File: config.mk
export PLATFORM = sky130hd
export DESIGN_NAME = i3c_rx_target
export DESIGN_NICKNAME = d
export VERILOG_FILES = /design/src/common/i3c_rx_pkg.sv /design/src/bus_frontend/i3c_bus_monitor.sv /design/src/bus_frontend/i3c_byte_receiver.sv /design/src/hdl/i3c_rx_target.sv /design/src/hdl/rx_descriptor.sv /design/src/hdl/rx_fifo.sv
export VERILOG_INCLUDE_DIRS = /design/src /design/src/common
export SDC_FILE = /design/constraint.sdc
export NUM_CORES = 1
export LEC_CHECK = 0
export BUFFER_PORTS_ARGS = -buffer_cell sky130_fd_sc_hd__buf_2
export CAP_MARGIN = 20
export CORE_MARGIN = 2
export CORE_UTILIZATION = 55
export DETAILED_ROUTE_END_ITERATION = 16
export GPL_ROUTABILITY_DRIVEN = 0
export PLACE_DENSITY = 0.75
export SKIP_LAST_GASP = 1
export SYNTH_ARGS = -nofsm -noshare
export SYNTH_HDL_FRONTEND = slang
export SYNTH_SLANG_ARGS = --single-unit
export TNS_END_PERCENT = 50
File: constraint.sdc
create_clock -name clk_i -period 6.7 [get_ports clk_i]
set_input_delay 0 -clock clk_i [delete_from_list [all_inputs] [get_ports clk_i]]
set_output_delay 0 -clock clk_i [all_outputs]
set_load 0.03 [all_outputs]
File: src/common/i3c_rx_consts.svh
// Widths, FIFO depth and descriptor field positions of the I3C receive path
`ifndef I3C_RX_CONSTS_SVH
`define I3C_RX_CONSTS_SVH

// Bus byte and target address
`define I3C_DATA_W 8
`define I3C_ADDR_W 7

// Entries in the byte FIFO between receiver and descriptor builder
`define RX_FIFO_DEPTH 8

// RX descriptor word
`define RX_DESC_W 32
`define RX_DESC_LEN_W 16

// Flag positions above the length field
`define RX_DESC_PERR_BIT 16
`define RX_DESC_OVF_BIT 17

// Zero bits above the overflow flag
`define RX_DESC_RSVD_W (`RX_DESC_W - `RX_DESC_OVF_BIT - 1)

`endif

File: src/common/i3c_rx_pkg.sv
// Package i3c_rx_pkg with bus event, received byte and RX descriptor types
`default_nettype none

`include "i3c_rx_consts.svh"

package i3c_rx_pkg;

  // One cycle of bus conditions from the monitor
  typedef struct packed {
    logic start;
    logic rstart;
    logic stop;
    logic scl_rise;
    logic scl_fall;
    logic sda;
  } bus_evt_t;

  typedef struct packed {
    logic [`I3C_DATA_W-1:0] data;
    logic                   last;
    logic                   parity_err;
  } rx_byte_t;

  // Bits 31:18 zero, then overflow, parity_err and len
  typedef struct packed {
    logic [`RX_DESC_RSVD_W-1:0] rsvd;
    logic                       overflow;
    logic                       parity_err;
    logic [`RX_DESC_LEN_W-1:0]  len;
  } rx_desc_t;

endpackage

`default_nettype wire

File: src/bus_frontend/i3c_bus_monitor.sv
// Module i3c_bus_monitor: SCL/SDA synchroniser with START, Sr and STOP detection
`timescale 1ns/1ps
`default_nettype none

module i3c_bus_monitor (
  input  logic                  clk_i,
  input  logic                  rst_ni,
  input  logic                  scl_i,
  input  logic                  sda_i,
  output i3c_rx_pkg::bus_evt_t  evt_o
);

  logic [1:0] scl_sync_q;
  logic [1:0] sda_sync_q;
  logic       scl_prev_q;
  logic       sda_prev_q;
  logic       busy_q;
  logic       scl_s;
  logic       sda_s;
  logic       scl_high;
  logic       start_cond;
  logic       stop_cond;
  i3c_rx_pkg::bus_evt_t evt_q;

  assign scl_s = scl_sync_q[1];
  assign sda_s = sda_sync_q[1];

  // SCL must be high on both samples around the SDA edge
  assign scl_high   = scl_s & scl_prev_q;
  assign start_cond = scl_high & sda_prev_q & ~sda_s;
  assign stop_cond  = scl_high & ~sda_prev_q & sda_s;

  // Idle bus is pulled high
  always_ff @(posedge clk_i or negedge rst_ni) begin
    if (!rst_ni) begin
      scl_sync_q <= 2'b11;
      sda_sync_q <= 2'b11;
      scl_prev_q <= 1'b1;
      sda_prev_q <= 1'b1;
    end else begin
      scl_sync_q <= {scl_sync_q[0], scl_i};
      sda_sync_q <= {sda_sync_q[0], sda_i};
      scl_prev_q <= scl_s;
      sda_prev_q <= sda_s;
    end
  end

  always_ff @(posedge clk_i or negedge rst_ni) begin
    if (!rst_ni) begin
      busy_q <= 1'b0;
      evt_q  <= '0;
    end else begin
      if (start_cond) begin
        busy_q <= 1'b1;
      end else if (stop_cond) begin
        busy_q <= 1'b0;
      end
      evt_q.start    <= start_cond & ~busy_q;
      evt_q.rstart   <= start_cond & busy_q;
      evt_q.stop     <= stop_cond;
      evt_q.scl_rise <= scl_s & ~scl_prev_q;
      evt_q.scl_fall <= ~scl_s & scl_prev_q;
      evt_q.sda      <= sda_s;
    end
  end

  assign evt_o = evt_q;

endmodule

`default_nettype wire

File: src/bus_frontend/i3c_byte_receiver.sv
// Module i3c_byte_receiver: address match, ACK drive, T-bit check and byte push
`timescale 1ns/1ps
`default_nettype none

`include "i3c_rx_consts.svh"

module i3c_byte_receiver (
  input  logic                     clk_i,
  input  logic                     rst_ni,
  input  i3c_rx_pkg::bus_evt_t     evt_i,
  input  logic [`I3C_ADDR_W-1:0]   sta_addr_i,
  input  logic                     sta_addr_valid_i,
  input  logic [`I3C_ADDR_W-1:0]   dyn_addr_i,
  input  logic                     dyn_addr_valid_i,
  input  logic                     fifo_full_i,
  output logic                     fifo_push_o,
  output i3c_rx_pkg::rx_byte_t     fifo_data_o,
  output logic                     sda_o,
  output logic [`I3C_DATA_W-1:0]   addr_o,
  output logic                     addr_valid_o,
  output logic                     parity_err_o,
  output logic                     overflow_o
);

  typedef enum logic [2:0] {
    st_idle,
    st_addr,
    st_ack,
    st_data,
    st_parity
  } state_e;

  state_e                   state_q;
  logic [2:0]               bit_cnt_q;
  logic [`I3C_DATA_W-1:0]   shift_q;
  logic [`I3C_DATA_W-1:0]   addr_q;
  logic [`I3C_DATA_W-1:0]   byte_in;
  logic                     addr_valid_q;
  logic                     addr_match;
  logic                     sda_low_q;
  logic                     t_ok;
  logic                     perr_q;
  logic                     byte_done;
  logic                     end_of_xfer;
  logic                     push_req;
  logic                     hold_valid_q;
  logic                     push_q;
  logic                     ovf_q;
  i3c_rx_pkg::rx_byte_t     hold_q;
  i3c_rx_pkg::rx_byte_t     push_data_q;

  assign byte_in = {shift_q[`I3C_DATA_W-2:0], evt_i.sda};

  // Private writes only, RnW is the LSB of the address byte
  assign addr_match = ~byte_in[0] &
                      ((sta_addr_valid_i & (byte_in[`I3C_DATA_W-1:1] == sta_addr_i)) |
                       (dyn_addr_valid_i & (byte_in[`I3C_DATA_W-1:1] == dyn_addr_i)));

  // Data plus T-bit must hold an odd number of ones
  assign t_ok = ^{shift_q, evt_i.sda};

  assign byte_done   = (state_q == st_parity) & evt_i.scl_rise;
  assign end_of_xfer = evt_i.stop | evt_i.rstart;
  assign push_req    = hold_valid_q & (byte_done | end_of_xfer);

  always_ff @(posedge clk_i or negedge rst_ni) begin
    if (!rst_ni) begin
      state_q      <= st_idle;
      bit_cnt_q    <= '0;
      sda_low_q    <= 1'b0;
      hold_valid_q <= 1'b0;
      addr_valid_q <= 1'b0;
      perr_q       <= 1'b0;
      push_q       <= 1'b0;
      ovf_q        <= 1'b0;
    end else begin
      addr_valid_q <= 1'b0;
      perr_q       <= 1'b0;
      push_q       <= push_req & ~fifo_full_i;
      ovf_q        <= push_req & fifo_full_i;
      if (evt_i.start | evt_i.rstart) begin
        state_q      <= st_addr;
        bit_cnt_q    <= '0;
        sda_low_q    <= 1'b0;
        hold_valid_q <= 1'b0;
      end else if (evt_i.stop) begin
        state_q      <= st_idle;
        sda_low_q    <= 1'b0;
        hold_valid_q <= 1'b0;
      end else begin
        unique case (state_q)
          st_addr: begin
            if (evt_i.scl_rise) begin
              bit_cnt_q <= bit_cnt_q + 3'd1;
              if (bit_cnt_q == 3'd7) begin
                addr_valid_q <= 1'b1;
                bit_cnt_q    <= '0;
                state_q      <= addr_match ? st_ack : st_idle;
              end
            end
          end
          // bit_cnt_q marks whether SDA is already pulled for the ACK
          st_ack: begin
            if (evt_i.scl_fall) begin
              if (bit_cnt_q == 3'd0) begin
                sda_low_q <= 1'b1;
                bit_cnt_q <= 3'd1;
              end else begin
                sda_low_q <= 1'b0;
                bit_cnt_q <= '0;
                state_q   <= st_data;
              end
            end
          end
          st_data: begin
            if (evt_i.scl_rise) begin
              bit_cnt_q <= bit_cnt_q + 3'd1;
              if (bit_cnt_q == 3'd7) begin
                state_q <= st_parity;
              end
            end
          end
          st_parity: begin
            if (evt_i.scl_rise) begin
              perr_q       <= ~t_ok;
              hold_valid_q <= 1'b1;
              bit_cnt_q    <= '0;
              state_q      <= st_data;
            end
          end
          default: ;
        endcase
      end
    end
  end

  always_ff @(posedge clk_i) begin
    if (evt_i.scl_rise && (state_q == st_addr || state_q == st_data)) begin
      shift_q <= byte_in;
    end
    if (evt_i.scl_rise && state_q == st_addr && bit_cnt_q == 3'd7) begin
      addr_q <= byte_in;
    end
    if (byte_done) begin
      hold_q.data       <= shift_q;
      hold_q.last       <= 1'b0;
      hold_q.parity_err <= ~t_ok;
    end
    // Held byte goes out when the next one completes or the transfer ends
    if (push_req) begin
      push_data_q      <= hold_q;
      push_data_q.last <= end_of_xfer;
    end
  end

  assign sda_o        = ~sda_low_q;
  assign addr_o       = addr_q;
  assign addr_valid_o = addr_valid_q;
  assign parity_err_o = perr_q;
  assign fifo_push_o  = push_q;
  assign fifo_data_o  = push_data_q;
  assign overflow_o   = ovf_q;

endmodule

`default_nettype wire

File: src/hdl/i3c_rx_target.sv
// Module i3c_rx_target: I3C target receive path top level
`timescale 1ns/1ps
`default_nettype none

`include "i3c_rx_consts.svh"

module i3c_rx_target (
  input  logic                    clk_i,
  input  logic                    rst_ni,
  input  logic                    ctrl_scl_i,
  input  logic                    ctrl_sda_i,
  output logic                    ctrl_sda_o,
  input  logic [`I3C_ADDR_W-1:0]  target_sta_addr_i,
  input  logic                    target_sta_addr_valid_i,
  input  logic [`I3C_ADDR_W-1:0]  target_dyn_addr_i,
  input  logic                    target_dyn_addr_valid_i,
  output logic                    bus_start_o,
  output logic                    bus_rstart_o,
  output logic                    bus_stop_o,
  output logic [`I3C_DATA_W-1:0]  bus_addr_o,
  output logic                    bus_addr_valid_o,
  input  logic                    rx_queue_full_i,
  output logic                    rx_queue_wvalid_o,
  output logic [`I3C_DATA_W-1:0]  rx_queue_wdata_o,
  output logic                    rx_desc_queue_wvalid_o,
  output logic [`RX_DESC_W-1:0]   rx_desc_queue_wdata_o,
  output logic                    parity_err_o,
  output logic                    rx_overflow_o
);

  i3c_rx_pkg::bus_evt_t evt;
  i3c_rx_pkg::rx_byte_t push_data;
  i3c_rx_pkg::rx_byte_t pop_data;
  i3c_rx_pkg::rx_desc_t desc_wdata;
  i3c_rx_pkg::rx_desc_t desc_out;
  logic                 fifo_push;
  logic                 fifo_full;
  logic                 fifo_empty;
  logic                 fifo_pop;

  i3c_bus_monitor u_bus_monitor (
    .clk_i  (clk_i),
    .rst_ni (rst_ni),
    .scl_i  (ctrl_scl_i),
    .sda_i  (ctrl_sda_i),
    .evt_o  (evt)
  );

  i3c_byte_receiver u_byte_receiver (
    .clk_i            (clk_i),
    .rst_ni           (rst_ni),
    .evt_i            (evt),
    .sta_addr_i       (target_sta_addr_i),
    .sta_addr_valid_i (target_sta_addr_valid_i),
    .dyn_addr_i       (target_dyn_addr_i),
    .dyn_addr_valid_i (target_dyn_addr_valid_i),
    .fifo_full_i      (fifo_full),
    .fifo_push_o      (fifo_push),
    .fifo_data_o      (push_data),
    .sda_o            (ctrl_sda_o),
    .addr_o           (bus_addr_o),
    .addr_valid_o     (bus_addr_valid_o),
    .parity_err_o     (parity_err_o),
    .overflow_o       (rx_overflow_o)
  );

  rx_fifo #(
    .item_t (i3c_rx_pkg::rx_byte_t)
  ) u_rx_fifo (
    .clk_i   (clk_i),
    .rst_ni  (rst_ni),
    .push_i  (fifo_push),
    .data_i  (push_data),
    .full_o  (fifo_full),
    .empty_o (fifo_empty),
    .pop_i   (fifo_pop),
    .data_o  (pop_data)
  );

  rx_descriptor u_rx_descriptor (
    .clk_i             (clk_i),
    .rst_ni            (rst_ni),
    .fifo_empty_i      (fifo_empty),
    .fifo_data_i       (pop_data),
    .fifo_pop_o        (fifo_pop),
    .rx_queue_full_i   (rx_queue_full_i),
    .rx_queue_wvalid_o (rx_queue_wvalid_o),
    .rx_queue_wdata_o  (rx_queue_wdata_o),
    .desc_wvalid_o     (rx_desc_queue_wvalid_o),
    .desc_wdata_o      (desc_wdata)
  );

  // Overflow is signalled by rx_overflow_o only, never in the descriptor
  always_comb begin
    desc_out          = desc_wdata;
    desc_out.overflow = 1'b0;
  end

  assign rx_desc_queue_wdata_o = desc_out;

  assign bus_start_o  = evt.start;
  assign bus_rstart_o = evt.rstart;
  assign bus_stop_o   = evt.stop;

endmodule

`default_nettype wire

File: src/hdl/rx_descriptor.sv
// Module rx_descriptor: drains the byte FIFO into the RX data and descriptor queues
`timescale 1ns/1ps
`default_nettype none

`include "i3c_rx_consts.svh"

module rx_descriptor (
  input  logic                    clk_i,
  input  logic                    rst_ni,
  input  logic                    fifo_empty_i,
  input  i3c_rx_pkg::rx_byte_t    fifo_data_i,
  output logic                    fifo_pop_o,
  input  logic                    rx_queue_full_i,
  output logic                    rx_queue_wvalid_o,
  output logic [`I3C_DATA_W-1:0]  rx_queue_wdata_o,
  output logic                    desc_wvalid_o,
  output i3c_rx_pkg::rx_desc_t    desc_wdata_o
);

  logic                       pop;
  logic                       pop_last;
  logic [`RX_DESC_LEN_W-1:0]  count_q;
  logic                       perr_acc_q;
  logic                       desc_arm_q;
  i3c_rx_pkg::rx_desc_t       desc_next;
  i3c_rx_pkg::rx_desc_t       desc_q;

  // One entry per cycle while the data queue has room
  assign pop        = ~fifo_empty_i & ~rx_queue_full_i;
  assign pop_last   = pop & fifo_data_i.last;
  assign fifo_pop_o = pop;

  always_comb begin
    desc_next            = '0;
    desc_next.len        = count_q + 1'b1;
    desc_next.parity_err = perr_acc_q | fifo_data_i.parity_err;
  end

  always_ff @(posedge clk_i or negedge rst_ni) begin
    if (!rst_ni) begin
      count_q           <= '0;
      perr_acc_q        <= 1'b0;
      rx_queue_wvalid_o <= 1'b0;
      desc_arm_q        <= 1'b0;
      desc_wvalid_o     <= 1'b0;
    end else begin
      rx_queue_wvalid_o <= pop;
      desc_arm_q        <= pop_last;
      // Descriptor follows the data write of the last byte by one cycle
      desc_wvalid_o     <= desc_arm_q;
      if (pop_last) begin
        count_q    <= '0;
        perr_acc_q <= 1'b0;
      end else if (pop) begin
        count_q    <= count_q + 1'b1;
        perr_acc_q <= perr_acc_q | fifo_data_i.parity_err;
      end
    end
  end

  always_ff @(posedge clk_i) begin
    if (pop) begin
      rx_queue_wdata_o <= fifo_data_i.data;
    end
    if (pop_last) begin
      desc_q <= desc_next;
    end
    if (desc_arm_q) begin
      desc_wdata_o <= desc_q;
    end
  end

endmodule

`default_nettype wire

File: src/hdl/rx_fifo.sv
// Module rx_fifo: circular buffer with a type parameter, writes dropped when full
`timescale 1ns/1ps
`default_nettype none

`include "i3c_rx_consts.svh"

module rx_fifo #(
  parameter type         item_t = logic [`I3C_DATA_W-1:0],
  parameter int unsigned depth  = `RX_FIFO_DEPTH
) (
  input  logic  clk_i,
  input  logic  rst_ni,
  input  logic  push_i,
  input  item_t data_i,
  output logic  full_o,
  output logic  empty_o,
  input  logic  pop_i,
  output item_t data_o
);

  localparam int unsigned ptr_w = (depth > 1) ? $clog2(depth) : 1;
  localparam int unsigned cnt_w = $clog2(depth + 1);

  item_t            mem_q [depth];
  logic [ptr_w-1:0] wr_ptr_q;
  logic [ptr_w-1:0] rd_ptr_q;
  logic [cnt_w-1:0] count_q;
  logic             do_push;
  logic             do_pop;

  assign full_o  = (count_q == cnt_w'(depth));
  assign empty_o = (count_q == '0);
  assign do_push = push_i & ~full_o;
  assign do_pop  = pop_i & ~empty_o;
  assign data_o  = mem_q[rd_ptr_q];

  always_ff @(posedge clk_i or negedge rst_ni) begin
    if (!rst_ni) begin
      wr_ptr_q <= '0;
      rd_ptr_q <= '0;
      count_q  <= '0;
    end else begin
      if (do_push) begin
        wr_ptr_q <= (wr_ptr_q == ptr_w'(depth - 1)) ? '0 : wr_ptr_q + 1'b1;
      end
      if (do_pop) begin
        rd_ptr_q <= (rd_ptr_q == ptr_w'(depth - 1)) ? '0 : rd_ptr_q + 1'b1;
      end
      unique case ({do_push, do_pop})
        2'b10:   count_q <= count_q + 1'b1;
        2'b01:   count_q <= count_q - 1'b1;
        default: ;
      endcase
    end
  end

  always_ff @(posedge clk_i) begin
    if (do_push) begin
      mem_q[wr_ptr_q] <= data_i;
    end
  end

endmodule

`default_nettype wire

Word level (Yosys, flattened, before mapping):

Memory sizes are Yosys's and may differ from the RTL's.
Index checks and enable logic that the tools add are counted.

* $add $sub $neg: 6
* eq/ne operators: 24
* muxes and demuxes: 49
* bitwise gates (word level): 36
* reductions and logical operators: 20

Operators with widths (number)
* $mux W3: 18
* $mux W16: 2
* $mux W1: 25
* $pmux W3 S4: 2
* $and A1 B1 Y1: 20
* $add A16 B1 Y16 const B: 1
* $ne A4 B3 Y1 const B: 4
* $eq A7 B7 Y1: 2
* $eq A3 B3 Y1 const B: 4
* $reduce_bool A3 Y1: 4
* $not A1 Y1: 11
* $add A3 B1 Y3 const B: 3
* $ne A3 B2 Y1 const B: 3
* $reduce_xor A9 Y1: 1
* $ne A4 B2 Y1 const B: 2
* $pmux W4 S2: 1
* $reduce_and A8 Y1: 1
* $eq A3 B2 Y1 const B: 2
* $reduce_and A6 Y1: 1
* $reduce_bool A2 Y1: 3
* $reduce_bool A6 Y1: 1
* $or A1 B1 Y1: 5
* $reduce_bool A5 Y1: 1
* $add A4 B1 Y4 const B: 1
* other kinds (14): 17

* flip-flop bits (word level): 132
* bits in writable memories: 80
* bits of input ports: 21
* output and inout port bits: 57
* logic and storage cells: 175
* memories kept: 1

Memory list
* u_rx_fifo.mem_q: depth 8, width 10, read ports 1, clocked after Yosys merged registers in 0, wr ports 1, RTL line rx_fifo.sv:24 `item_t mem_q [depth];`

Depth between registers and ports, before layout:

* depth after elaboration: 10
* gate-level depth with buffers: 11
* gate-level depth less buffers: 10

Modules after synthesis:

Synthesis repeated with hierarchy kept, for this count alone.

* cell total of the unflattened synthesis: 528
* area total of the unflattened synthesis: 8738.4 µm²

By module, submodules not included
* rx_fifo: times used 1, cells each 184, area an instance 3797.4 µm², sequential area each 2652.5 µm²
* rx_descriptor: times used 1, cells each 181, area an instance 2548.7 µm², sequential area each 1761.7 µm²
* i3c_byte_receiver: times used 1, cells each 137, area an instance 1984.4 µm², sequential area each 1351.3 µm²
* i3c_bus_monitor: times used 1, cells each 24, area an instance 396.6 µm², sequential area each 332.8 µm²
* i3c_rx_target: times used 1, cells each 2, area an instance 11.3 µm², sequential area each 0.0 µm²

Least setup slack after synthesis:

No wires, ideal clock.

* path type: flip-flop to flip-flop
* start: register u_rx_fifo.count_q[2]
* end: register u_rx_fifo.count_q[2]
* setup time: 0.125 ns
* arrival: 2.282 ns
* setup slack: 4.293 ns
* cell stages (with the launch flop): 12
* buffers on the path: 1
* clock period less this slack: 2.407 ns
* cells stage by stage: dfrtp_1 -> nor3_1 -> a21o_1 -> inv_1 -> buf_2 -> ha_1 -> xor2_1 -> ha_1 -> a21oi_1 -> xor2_1 -> nor2_1 -> xor2_1

* word-level cells in the longest chain between the ends: 6
* elaborated cells on any way between the ends: 13

Ends and longest elaborated chain
* from (decl): RTL line rx_fifo.sv:27 `logic [cnt_w-1:0] count_q;`
* from (signal assigned): RTL line rx_fifo.sv:50 `2'b10: count_q <= count_q + 1'b1;`
* from (signal assigned): RTL line rx_fifo.sv:51 `2'b01: count_q <= count_q - 1'b1;`
* $logic_not A4 Y1 *: RTL line rx_fifo.sv:32 `assign empty_o = (count_q == '0);`
* $not A1 Y1 *: RTL line rx_descriptor.sv:29 `assign pop = ~fifo_empty_i & ~rx_queue_full_i;`
* $and A1 B1 Y1 *: RTL line rx_descriptor.sv:29
* net fifo_pop: RTL line i3c_rx_target.sv:39 `logic fifo_pop;`
* $and A1 B1 Y1 *: RTL line rx_fifo.sv:34 `assign do_pop = pop_i & ~empty_o;`
* $eq A2 B1 Y1 or $eq A2 B2 Y1 (tied branches): RTL line rx_fifo.sv:49 `unique case ({do_push, do_pop})`
* $pmux W4 S2 or $reduce_bool A2 Y1 (tied branches)

The timed path passes the listed nets; every way through them passes the cells marked *.
A chain may end at the register's enable or synchronous reset.

Worst setup path in the final report:

* start: register u_rx_fifo.count_q[2]
* end: register u_rx_fifo.count_q[2]

* word-level cells in the longest chain between the ends: 6
* elaborated cells on any way between the ends: 13

Ends and longest elaborated chain (RTL line)
* $logic_not A4 Y1: rx_fifo.sv:32
* $not A1 Y1: rx_descriptor.sv:29, rx_fifo.sv:34
* $and A1 B1 Y1: rx_descriptor.sv:29
* $and A1 B1 Y1: rx_fifo.sv:34
* $eq A2 B1 Y1 or $eq A2 B2 Y1 (tied branches): rx_fifo.sv:49
* $pmux W4 S2 or $reduce_bool A2 Y1 (tied branches)

Several ways; a longest one is shown, not always the timed one.

==> impl_metrics.tcl <==
set metrics [dict create \
    crit_path_top_delay_cell "a21o_1" \
    io_pins 78 \
    finalSetupViolations 0 \
    ys_ff_latch 212 \
    r2r_slack_ps 3110 \
    synth_area_leaders "edfxtp_1, dfrtp_1, mux4_2" \
    ys_warn_count 0 \
    swShare_pct 26.7 \
    synth_ff_type "edfxtp_1" \
    crit_path_cell_trace "nor3_1 -> a21o_1 -> inv_1 -> ha_1 -> xor2_1 -> ha_1 -> a21oi_1 -> xor2_1 -> nor2_1 -> xor2_1" \
    post_cts_buffers 0 \
    seq_area_um2 6100 \
    dieArea_um2 16300 \
    clock_skew_ps 13.9 \
    port_buffers 62 \
    critPathCaptureType "register" \
    holdBufCountCts 5 \
    grt_overflow_total 0 \
    cp.arrival_ps 3950 \
    synth-edff-count 157 \
    synthArstFlopShare_pct 25.9 \
    grt_pass1_wl_um 22500 \
    maxCapViolCount 0 \
    power_density_nw_per_um2 357 \
    setup_slack_ps 3110 \
    grt_most_used_layer "met2" \
    yosysSeqAreaShare_pct 72.5 \
    antenna_found_initial 0 \
    max_stage_delay_ps 650 \
    clk_pin_slew_worst_paths_ps 60 \
    vias 4421 \
    grt_pass1_vias 4419 \
    dp.cells 754 \
    insertion_delay_ps 480 \
    instances_no_fill 795 \
    core-area_um2 15100 \
    synthCells 513 \
    drtIter0Drc 389 \
    p_int_mw 2.51 \
    maxSlewViolCount 0 \
    min_path_type "in2async" \
    p_sw_mw 0.916 \
    crit_type "reg2reg" \
    grtUsageMet3_pct 3.09 \
    fin_tns_setup_ps 0 \
    floorplan.die.height_um 128 \
    routedWlPerCell_um 17.4 \
    synth.top_cell.area_share_pct 56.1 \
    post-route-period-util_pct 53.6 \
    peakVddDrop_v 0.000208 \
    cts_tree "yes" \
    cp_common_cell "xor2_1" \
    rsz0062_at_grt "false" \
    rows 45 \
    leakage_nw 3.69 \
    grt_use_total_pct 17.6 \
    clkSinkCount 212 \
    multiInputGateArea_um2 2150 \
    die_w_um 128 \
    layout-drive-gt1-share_pct 24.5 \
    max_slew_margin_pct 27.7 \
    post_cts_resized 0 \
    drtAntennaViolNets 0 \
    tightest_slew_ps 1080 \
    nets 628 \
    avgViaCountPerCell 5.56 \
    drc 0 \
    clock_path_buffers 3 \
    cp_top_family "compound AO/OA/AOI/OAI gates" \
    met2_usage_pct 30.4 \
    hold_viol_final 0 \
    place_ws_ps 3140 \
    status "completed" \
    fin_crit_ps 3590 \
    synth_top_area_cell "edfxtp_1" \
    fmaxAchievable_mhz 278 \
    numCtsBuffers 21 \
    dpl.hpwl_um 8670 \
    cp.required_ps 7060 \
    cts_max_level 1 \
    initial_core_util_pct 55.7 \
    dr.pass1.iters 5 \
    use_met1_pct 23.5 \
    p_seq_share_pct 49.7 \
    crit_buf_inv 1 \
    crit_fanout 22 \
    grt_max_degree 56 \
    comb_power_share_pct 18.4 \
    nFillCells 1056 \
    antenna_cells 0 \
    cts_root_buffer "clkbuf_16" \
    synth.avg_cell_area_um2 16.4 \
    pwr-share-clk_pct 31.9 \
    area_delta_synth_final_pct 14.2 \
    routed_wirelength_um 13800 \
    syn-cell-area_um2 8410 \
    ys_types 49 \
    cp-start-kind "register" \
]
[per-stage QoR]
step	hold slack (ps)	instance area [µm²]	total power [mW]	utilization, %
2_1_floorplan	-296	8460	2.21	-
3_3_place_gp	107	8890	2.33	58.9
3_5_place_dp	109	8890	2.36	58.9
4_1_cts	148	9590	3.47	63.5
5_1_grt	183	9600	3.59	63.6
6_report	185	9600	3.43	63.6
[worst register-to-register path, delay by kind of cell, from the launching register on]
kind	cells	cell delay, ps
AO/OA/AOI/OAI	2	800
XOR/XNOR	3	490
adder cells (fa/ha/maj)	2	680
buffers and inverters	1	630
flip-flops	1	440
AND/OR/NAND/NOR	2	430
[placed cells by master, fill, tap and decap left out, types with 16 or more instances in the layout]
cell type    n
edfxtp_1   157
buf_2       62
dfrtp_1     49
nand2_1     35
xnor2_1     31
clkbuf_16   22
mux4_2      20
nor2_1      19
inv_1       16
o21ai_0     16
[cells by family after synthesis]
group	Yosys count	synth area share (%)
XOR/XNOR	41	4.27
flip-flops	212	72.5
other	1	0.0446
buffers and inverters	44	2.90
multiplexers	33	7.08
AND/OR/NAND/NOR	120	7.80
adder cells (fa/ha/maj)	11	1.64
AO/OA/AOI/OAI	51	3.75
[state kept, by name, summed over array words and instances (netlist names), 3 cells and up]
register / count
u_byte_receiver.state_q: 3
u_rx_descriptor.desc_q: 17
u_bus_monitor.evt_o: 6
u_byte_receiver.shift_q: 8
u_rx_fifo.mem_q: 80
u_rx_fifo.rd_ptr_q: 3
u_rx_descriptor.rx_queue_wdata_o: 8
u_rx_fifo.wr_ptr_q: 3
u_rx_fifo.count_q: 4
u_byte_receiver.addr_o: 8
u_rx_descriptor.count_q: 16
u_byte_receiver.fifo_data_o: 10
u_rx_descriptor.desc_wdata_o: 17
u_byte_receiver.hold_q: 9
u_byte_receiver.bit_cnt_q: 3
[routing by layer]
layer	wire, µm	share of wire, %
met5	0	0
met2	7090	51
met4	192	1.4
met3	795	5.7
met1	5770	42
[area by class of cell]
class | count | share of cell area, %
timing repair buffer | 74 | 4.30
tap | 188 | 2.45
inverter | 16 | 0.625
clock inverter | 3 | 0.404
multi-input combinational | 271 | 22.4
clock buffer | 31 | 6.29
sequential | 212 | 63.5
[cell usage after synthesis, types with 7 or more instances]
| cell | count |
|---|---|
| a21oi_1 | 10 |
| buf_4 | 16 |
| edfxtp_1 | 157 |
| inv_1 | 16 |
| nand3_1 | 14 |
| mux2_2 | 12 |
| o21ai_0 | 16 |
| dfrtp_1 | 49 |
| nand2_1 | 35 |
| mux4_2 | 20 |
| o31ai_1 | 7 |
| xor2_1 | 10 |
| xnor2_1 | 31 |
| nor2_1 | 19 |
| ha_1 | 11 |
[final timing paths]
kind | cells past startpoint | to | start
worst min register to register | 0 | u_bus_monitor.scl_sync_q[1] | u_bus_monitor.scl_sync_q[0]
worst min-delay path | 3 | u_bus_monitor.evt_o[4] | rst_ni
worst max-delay path | 10 | u_rx_fifo.count_q[2] | u_rx_fifo.count_q[2]
worst max register to register | 10 | u_rx_fifo.count_q[2] | u_rx_fifo.count_q[2]
max in group asynchronous | 3 | u_rx_descriptor.count_q[4] | rst_ni
min in group clk_i | 2 | u_bus_monitor.scl_sync_q[0] | ctrl_scl_i
[power groups by stage]
| stage | Combinational, mW | Sequential [mW] | Clock [mW] |
|---|---|---|---|
| detailed placement | 0.627 | 1.73 | 0 |
| global route | 0.692 | 1.72 | 1.17 |
| global placement | 0.608 | 1.72 | 0 |
| floorplan | 0.425 | 1.79 | 0 |
| CTS | 0.637 | 1.71 | 1.12 |
| finish | 0.629 | 1.70 | 1.09 |
(Power assumes the default switching activity.)
